[config.mk]
export PLATFORM = sky130hd
export DESIGN_NAME = anc_top
export DESIGN_NICKNAME = d
export VERILOG_FILES = /design/src/source/anc_pkg.sv /design/src/source/tap_delay_line.sv /design/src/source/anc_sequencer.sv /design/src/source/lms_channel.sv /design/src/source/anc_top.sv
export VERILOG_INCLUDE_DIRS = /design/src /design/src/source
export SDC_FILE = /design/constraint.sdc
export NUM_CORES = 2
export LEC_CHECK = 0
export ABC_AREA = 0
export BUFFER_PORTS_ARGS = -buffer_cell sky130_fd_sc_hd__clkbuf_2
export CAP_MARGIN = 15
export CORE_ASPECT_RATIO = 0.7
export CORE_UTILIZATION = 69
export DETAILED_ROUTE_END_ITERATION = 12
export HOLD_SLACK_MARGIN = 0.03
export PLACE_DENSITY = 0.93
export SYNTH_ARGS = -nofsm -noshare
export SYNTH_HDL_FRONTEND = slang
export SYNTH_HIERARCHICAL = 1
export SYNTH_SLANG_ARGS = --single-unit
[constraint.sdc]
create_clock -name clk -period 21 [get_ports clk]
set_input_delay 4.2 -clock clk [delete_from_list [all_inputs] [get_ports clk]]
set_output_delay 4.2 -clock clk [all_outputs]
set_load 0.02 [all_outputs]
[src/source/anc_consts.svh]
`ifndef ANC_CONSTS_SVH
`define ANC_CONSTS_SVH

// sample and datapath widths
`define ANC_SAMPLE_W     14
`define ANC_WEIGHT_W     16
`define ANC_ERR_W        16
`define ANC_ACC_W        36

// filter length, desired sample sits mid-line
`define ANC_TAPS         8
`define ANC_DESIRED_TAP  4
`define ANC_TAP_IDX_W    4

`define ANC_FRAC         12  // estimate scaling
`define ANC_MU_SHIFT     10  // step size
`define ANC_OUT_OFFSET   3000

`endif

[src/source/anc_pkg.sv]
`default_nettype none

package anc_pkg;

    // one-hot frame phase, msb first
    typedef struct packed {
        logic done;
        logic shift;
        logic update;
        logic filter;
        logic idle;
    } phase_flags_t;

    typedef union packed {
        logic [4:0]   code;  // whole one-hot word
        phase_flags_t flag;  // per-phase strobes
    } phase_u;

endpackage

`default_nettype wire

[src/source/tap_delay_line.sv]
`default_nettype none
`include "anc_consts.svh"

module tap_delay_line #(
    parameter int DEPTH = `ANC_TAPS
) (
    input  logic                     clk,
    input  logic                     rstn,
    input  logic                     shift,
    input  logic [`ANC_SAMPLE_W-1:0] sample,
    output logic [`ANC_SAMPLE_W-1:0] taps [DEPTH]
);

    always_ff @(posedge clk or negedge rstn)
    begin
        if (!rstn)
        begin
            for (int i = 0; i < DEPTH; i++)
                taps[i] <= '0;
        end
        else if (shift)
        begin
            taps[0] <= sample;  // newest sample
            for (int i = 1; i < DEPTH; i++)
                taps[i] <= taps[i-1];
        end
    end

endmodule

`default_nettype wire

[src/source/anc_sequencer.sv]
`default_nettype none
`include "anc_consts.svh"

module anc_sequencer (
    input  logic                      clk,
    input  logic                      rstn,
    input  logic                      head_flag,
    output anc_pkg::phase_u           phase,
    output logic [`ANC_TAP_IDX_W-1:0] tap_idx
);

    localparam logic [4:0] PH_IDLE   = 5'b00001;
    localparam logic [4:0] PH_FILTER = 5'b00010;
    localparam logic [4:0] PH_UPDATE = 5'b00100;
    localparam logic [4:0] PH_SHIFT  = 5'b01000;
    localparam logic [4:0] PH_DONE   = 5'b10000;

    // filter runs one extra cycle for the error latch
    localparam logic [`ANC_TAP_IDX_W-1:0] FILTER_LAST = `ANC_TAP_IDX_W'(`ANC_TAPS);
    localparam logic [`ANC_TAP_IDX_W-1:0] UPDATE_LAST = `ANC_TAP_IDX_W'(`ANC_TAPS - 1);

    anc_pkg::phase_u phase_nxt;
    logic            phase_change;

    always_comb
    begin
        phase_nxt.code = phase.code;
        case (phase.code)
            PH_IDLE:
            begin
                if (head_flag)
                    phase_nxt.code = PH_FILTER;
            end
            PH_FILTER:
            begin
                if (tap_idx == FILTER_LAST)
                    phase_nxt.code = PH_UPDATE;
            end
            PH_UPDATE:
            begin
                if (tap_idx == UPDATE_LAST)
                    phase_nxt.code = PH_SHIFT;
            end
            PH_SHIFT:
            begin
                phase_nxt.code = PH_DONE;
            end
            PH_DONE:
            begin
                if (!head_flag)  // wait for head_flag release
                    phase_nxt.code = PH_IDLE;
            end
            default:
            begin
                phase_nxt.code = PH_IDLE;
            end
        endcase
    end

    assign phase_change = (phase_nxt.code != phase.code);

    always_ff @(posedge clk or negedge rstn)
    begin
        if (!rstn)
        begin
            phase.code <= PH_IDLE;
            tap_idx    <= '0;
        end
        else
        begin
            phase.code <= phase_nxt.code;
            if (phase_change)
                tap_idx <= '0;  // restart per phase
            else if (phase.flag.filter || phase.flag.update)
                tap_idx <= tap_idx + 1'b1;
        end
    end

endmodule

`default_nettype wire

[src/source/lms_channel.sv]
`default_nettype none
`include "anc_consts.svh"

module lms_channel (
    input  logic                      clk,
    input  logic                      rstn,
    input  anc_pkg::phase_u           phase,
    input  logic [`ANC_TAP_IDX_W-1:0] tap_idx,
    input  logic [`ANC_SAMPLE_W-1:0]  ref_taps [`ANC_TAPS],
    input  logic [`ANC_SAMPLE_W-1:0]  desired,
    output logic [`ANC_SAMPLE_W-1:0]  clean
);

    localparam int SEL_W  = $clog2(`ANC_TAPS);
    localparam int PROD_W = `ANC_WEIGHT_W + `ANC_SAMPLE_W;
    localparam int UPD_W  = `ANC_ERR_W + `ANC_SAMPLE_W;

    localparam logic [`ANC_TAP_IDX_W-1:0] TAP_COUNT = `ANC_TAP_IDX_W'(`ANC_TAPS);

    logic signed [`ANC_WEIGHT_W-1:0] weight [`ANC_TAPS];
    logic signed [`ANC_ACC_W-1:0]    acc;
    logic signed [`ANC_ERR_W-1:0]    err;

    logic        [SEL_W-1:0]         tap_sel;
    logic signed [`ANC_SAMPLE_W-1:0] ref_sel;
    logic signed [PROD_W-1:0]        mac_prod;
    logic signed [`ANC_ACC_W-1:0]    acc_base;
    logic signed [`ANC_ACC_W-1:0]    err_full;
    logic signed [UPD_W-1:0]         upd_prod;
    logic signed [UPD_W-1:0]         upd_step;
    logic                            mac_en;
    logic                            err_en;

    // tap_idx goes one past the last tap in filter
    assign tap_sel = tap_idx[SEL_W-1:0];
    assign ref_sel = $signed(ref_taps[tap_sel]);

    assign mac_en = phase.flag.filter && (tap_idx < TAP_COUNT);
    assign err_en = phase.flag.filter && (tap_idx == TAP_COUNT);

    // serial fir term
    assign mac_prod = weight[tap_sel] * ref_sel;
    assign acc_base = (tap_idx == '0) ? '0 : acc;  // fresh sum at first tap

    // desired minus scaled estimate
    assign err_full = `ANC_ACC_W'($signed(desired)) - (acc >>> `ANC_FRAC);

    // lms step for the current tap
    assign upd_prod = err * ref_sel;
    assign upd_step = upd_prod >>> `ANC_MU_SHIFT;

    always_ff @(posedge clk or negedge rstn)
    begin
        if (!rstn)
            acc <= '0;
        else if (mac_en)
            acc <= acc_base + `ANC_ACC_W'(mac_prod);
    end

    always_ff @(posedge clk or negedge rstn)
    begin
        if (!rstn)
        begin
            err   <= '0;
            clean <= '0;
        end
        else if (err_en)
        begin
            err   <= err_full[`ANC_ERR_W-1:0];
            clean <= err_full[`ANC_SAMPLE_W-1:0];  // cleaned sample out
        end
    end

    always_ff @(posedge clk or negedge rstn)
    begin
        if (!rstn)
        begin
            for (int i = 0; i < `ANC_TAPS; i++)
                weight[i] <= '0;
        end
        else if (phase.flag.update)
        begin
            weight[tap_sel] <= weight[tap_sel] + upd_step[`ANC_WEIGHT_W-1:0];  // wraps
        end
    end

endmodule

`default_nettype wire

[src/source/anc_top.sv]
`default_nettype none
`include "anc_consts.svh"

module anc_top (
    input  logic                     clk,
    input  logic                     rstn,
    input  logic                     head_flag,
    input  logic [`ANC_SAMPLE_W-1:0] buffer_a,
    input  logic [`ANC_SAMPLE_W-1:0] buffer_b,
    input  logic [`ANC_SAMPLE_W-1:0] reff,
    output logic [`ANC_SAMPLE_W-1:0] dout
);

    anc_pkg::phase_u                 phase;
    logic [`ANC_TAP_IDX_W-1:0]       tap_idx;

    logic [`ANC_SAMPLE_W-1:0]        ref_taps [`ANC_TAPS];
    logic [`ANC_SAMPLE_W-1:0]        prim_taps_a [`ANC_TAPS];
    logic [`ANC_SAMPLE_W-1:0]        prim_taps_b [`ANC_TAPS];
    logic [`ANC_SAMPLE_W-1:0]        clean_a;
    logic [`ANC_SAMPLE_W-1:0]        clean_b;

    anc_sequencer seq (
        .clk       (clk),
        .rstn      (rstn),
        .head_flag (head_flag),
        .phase     (phase),
        .tap_idx   (tap_idx)
    );

    tap_delay_line #(.DEPTH(`ANC_TAPS)) ref_line (
        .clk    (clk),
        .rstn   (rstn),
        .shift  (phase.flag.shift),
        .sample (reff),
        .taps   (ref_taps)
    );

    tap_delay_line #(.DEPTH(`ANC_TAPS)) prim_line_a (
        .clk    (clk),
        .rstn   (rstn),
        .shift  (phase.flag.shift),
        .sample (buffer_a),
        .taps   (prim_taps_a)
    );

    tap_delay_line #(.DEPTH(`ANC_TAPS)) prim_line_b (
        .clk    (clk),
        .rstn   (rstn),
        .shift  (phase.flag.shift),
        .sample (buffer_b),
        .taps   (prim_taps_b)
    );

    lms_channel chan_a (
        .clk      (clk),
        .rstn     (rstn),
        .phase    (phase),
        .tap_idx  (tap_idx),
        .ref_taps (ref_taps),
        .desired  (prim_taps_a[`ANC_DESIRED_TAP]),
        .clean    (clean_a)
    );

    lms_channel chan_b (
        .clk      (clk),
        .rstn     (rstn),
        .phase    (phase),
        .tap_idx  (tap_idx),
        .ref_taps (ref_taps),
        .desired  (prim_taps_b[`ANC_DESIRED_TAP]),
        .clean    (clean_b)
    );

    // output sum, updated once per frame
    always_ff @(posedge clk or negedge rstn)
    begin
        if (!rstn)
            dout <= '0;
        else if (phase.flag.shift)
            dout <= clean_a + clean_b + `ANC_SAMPLE_W'(`ANC_OUT_OFFSET);  // mod 2^14
    end

endmodule

`default_nettype wire

==> results.txt <==
----------------------------------------------------
[Clocking]
  Resized Gates After CTS ... 0
  Number of H-tree branching levels ... 2
  Post-CTS Repair Setup Buffers ... 0
  Clock latency of the later-clocked register in the worst-skew pair ... approximately 0.74 ns
  Clock tree from TritonCTS ... yes
  Total clock buffers created by CTS ... 60
  Maximum count of clock buffers along a single path ... 3
  Buffer cell driving the clock tree root ... sky130_fd_sc_hd__clkbuf_16
  Hold-fix buffers, CTS ... 0
  CTS sink count ... ~620
  Clock transition at path regs ... about 0.080 ns

[Routing]
  Drt pass-1 iters ... 13
  Number of violations reported at the end of detailed-routing iteration 0 ... ~7,300
  Total wire length after detailed routing ... between 150 and 200 mm
  Routed length per placed instance ... about 24 µm
  Number of design rule violations left after detail routing ... 17
  Via count of the routed design ... about 50,000
  Antenna-violating nets left ... 0
  Via density ... 6.524

[Yosys]
  Syn_nets ... between 7,000 and 8,000
  Number of instances in the synthesized netlist ... between 6,000 and 7,000
  Cell area after synthesis ... ~63,000 µm²
  Yosys Warn Count ... 6
  Mean instance size in the synthesized netlist ... between 9 and 10 µm²

[Placement]
  Count of buffers inserted at the top-level ports ... between 50 and 60
  Total half-perimeter wirelength after legalization and detailed placement ... between 100 and 150 mm
  Placed cell areas ... between 60,000 and 70,000 µm²
  Final RePlAce weighted congestion ... approximately 1

[Power and ir drop]
  Static Leakage ... around 32 nW
  Pwr Density ... approximately 50 nW/µm²
  Worst vdd ir ... roughly 0.07 mV

[GRT]
  Global-route layer with the greatest usage ... met2
  Total global-route track usage ... ~41%
  Met3 layer usage reported by global route ... between 10% and 20%
  Met2 track demand over resource ... 58.49%
  Initial antenna violation count ... 6
  Met1 usage in global routing ... 52.39%
  Vias in the first global route ... 53,330
  Remaining global-route overflow ... 0
  Pin count of the biggest net entering global routing ... approximately 190
  Global-route wire length before repair ... roughly 290 mm

[Setup path]
  Worst reg2reg path startpoint ... seq/tap_idx[2]$_DFFE_PN0P_
  Worst Path Arrival ... about 13 ns
  Data required time at the worst endpoint ... approximately 22 ns
  Reg-to-reg setup timing slack ... about 8.7 ns
  Path type of the worst setup path ... reg2reg
  CP startpoint ... seq/tap_idx[2]$_DFFE_PN0P_
  Capture point of the worst reg-to-reg path ... chan_b/weight[92]$_DFFE_PN0P_
  Worst-path cell with the longest stage delay ... sky130_fd_sc_hd__xor2_1
  Worst R2R Path Depth ... 39
  Startpoint type of the worst setup path ... flip-flop
  Critical path endpoint category ... flip-flop
  Worst path max stage delay ... about 0.98 ns
  Crit path max fanout ... 67

[Layout]
  Synthesis-to-finish area growth ... 5.482%
  Cell area after layout ... 66,320 µm²
  Final core utilization ... roughly 74%
  Number of fill cells in the layout ... approximately 5,200
  Sequential cell area in the final layout ... roughly 16,000 µm²
  Area of the multi-input gates ... ~42,000 µm²
  Fraction of final layout cells with drive strength greater than 1 ... 11.42%
  Nets@finish ... between 7,000 and 8,000

[STA]
  Worst-margin pin slew ... approximately 1.6 ns
  Unrepaired setup endpoints after global routing ... false
  Post-Route Skew ... roughly 0.067 ns
  Fin. max-slew vios ... 9
  Period utilisation layout ... 58.73%
  Shortest clock period the worst path allows after layout ... 12.33 ns
  Final count of negative-setup-slack endpoints ... 0
  Number of hold violations in the final report ... 0
  Worst relative slew slack ... -9.371%
  Total negative setup slack ... 0 ns
  Maximum clock rate ... a little over 0.08 GHz
  Hold Slack ... 0.4729 ns

[Run status]
  Violations in the final reports ... design-rule violations, max-capacitance violations, max-slew violations
  Result of the run ... complete, but fails checks

[Die]
  Effective utilization at floorplan ... 69.76%
  Die Width ... 362.8 µm
  Site Rows ... about 90
  Die Height ... roughly 250 µm
  Core area ... ~90,000 µm²
  # IOs ... about 60
  Die Outline Area ... ~90,000 µm²

[Worst hold path]
  Worst min-delay path endpoint ... chan_a/acc[5]$_DFFE_PN0P_
  Hold path startpoint ... chan_a/acc[5]$_DFFE_PN0P_
  WHS Path Cells ... 2
  Hold crit path type ... reg2reg

[Run]
  Max capacitance violation total ... 1

----------------------------------------------------
through the flow:
stage,std cells,power (mW),setup WS [ns]
floorplan,6437,1.766,11.58
global placement,7483,1.996,9.818
detailed placement,7483,2.026,9.478
CTS,7594,3.236,9.318
global route,7609,3.379,8.448
finish,7611,3.300,8.666
sequential cells by signal (all words and copies together) (netlist names), 5 cells and up:
| name | count |
|---|---|
| chan_b/clean | 13 |
| chan_b/weight | 128 |
| chan_a/acc | 28 |
| seq/phase | 5 |
| chan_b/acc | 28 |
| prim_line_b/taps | 70 |
| dout | 14 |
| chan_a/clean | 13 |
| ref_line/taps | 112 |
| chan_a/weight | 128 |
| prim_line_a/taps | 70 |
worst max-delay path by stage:
stage | end | slack, ns | cells after the start
6_report | chan_b/weight[92]$_DFFE_PN0P_ | 8.67 | 39
5_1_grt | chan_b/weight[92]$_DFFE_PN0P_ | 8.45 | 39
4_1_cts | chan_b/weight[110]$_DFFE_PN0P_ | 9.32 | 40
3_5_place_dp | chan_b/weight[110]$_DFFE_PN0P_ | 9.48 | 40
3_3_place_gp | chan_b/weight[110]$_DFFE_PN0P_ | 9.82 | 39
2_1_floorplan | chan_b/weight[110]$_DFFE_PN0P_ | 11.58 | 42
power by group:
| group | total, mW | switching, mW | internal [mW] |
|---|---|---|---|
| logic | 0.825 | 0.570 | 0.256 |
| clock network | 1.23 | 0.548 | 0.678 |
| registers | 1.25 | 0.0400 | 1.21 |
metal layers:
layer,vias up,share of wire [%]
li1,20010,-
met1,24220,35
met2,4189,42
met3,1216,17
met4,14,5.7
met5,-,0.39
layout by cell type (no fill, tap or decap), types with 12 or more instances in the layout:
cell                           n
sky130_fd_sc_hd__a211oi_1     14
sky130_fd_sc_hd__a21o_1       43
sky130_fd_sc_hd__a21oi_1     148
sky130_fd_sc_hd__a221oi_1     23
sky130_fd_sc_hd__a22oi_1      48
sky130_fd_sc_hd__and2_1      303
sky130_fd_sc_hd__and3_1       12
sky130_fd_sc_hd__buf_4       111
sky130_fd_sc_hd__clkbuf_16    60
sky130_fd_sc_hd__clkbuf_2     57
sky130_fd_sc_hd__dfrtp_1     614
sky130_fd_sc_hd__fa_1        861
sky130_fd_sc_hd__ha_1        375
sky130_fd_sc_hd__inv_1      1051
sky130_fd_sc_hd__mux2_2      379
sky130_fd_sc_hd__mux2i_1      96
sky130_fd_sc_hd__nand2_1     854
sky130_fd_sc_hd__nand2b_1     41
sky130_fd_sc_hd__nand3_1      45
sky130_fd_sc_hd__nor2_1      299
sky130_fd_sc_hd__nor2b_1      42
sky130_fd_sc_hd__nor3_1       29
sky130_fd_sc_hd__o211ai_1     14
sky130_fd_sc_hd__o21a_1       16
sky130_fd_sc_hd__o21ai_0     321
sky130_fd_sc_hd__o21ai_1      22
sky130_fd_sc_hd__o21bai_1     14
sky130_fd_sc_hd__o31ai_1      14
sky130_fd_sc_hd__or3_1        24
sky130_fd_sc_hd__xnor2_1     135
sky130_fd_sc_hd__xor2_1       64
cell type report:
type / count / share of cell area [%]
Timing Repair Buffer: 177 / 1.907
Inverter: 1059 / 5.995
Multi-Input combinational cell: 4418 / 63.15
Tap cell: 1222 / 2.305
Clock inverter: 31 / 0.7150
Sequential cell: 619 / 23.38
Clock buffer: 80 / 2.528
Antenna cell: 5 / 0.01886
worst max-delay path, delay by kind of cell (launching register included):
kind | cells | cell delay, ns
and+or+nand+nor | 7 | 1.65
adders and majority gates | 8 | 3.47
xor gates and xnor gates | 2 | 1.08
buffers and inverters | 10 | 2.32
DFF | 1 | 0.74
AOI/OAI and AO/OA | 12 | 2.75
Power figures use the tool's default switching activity.
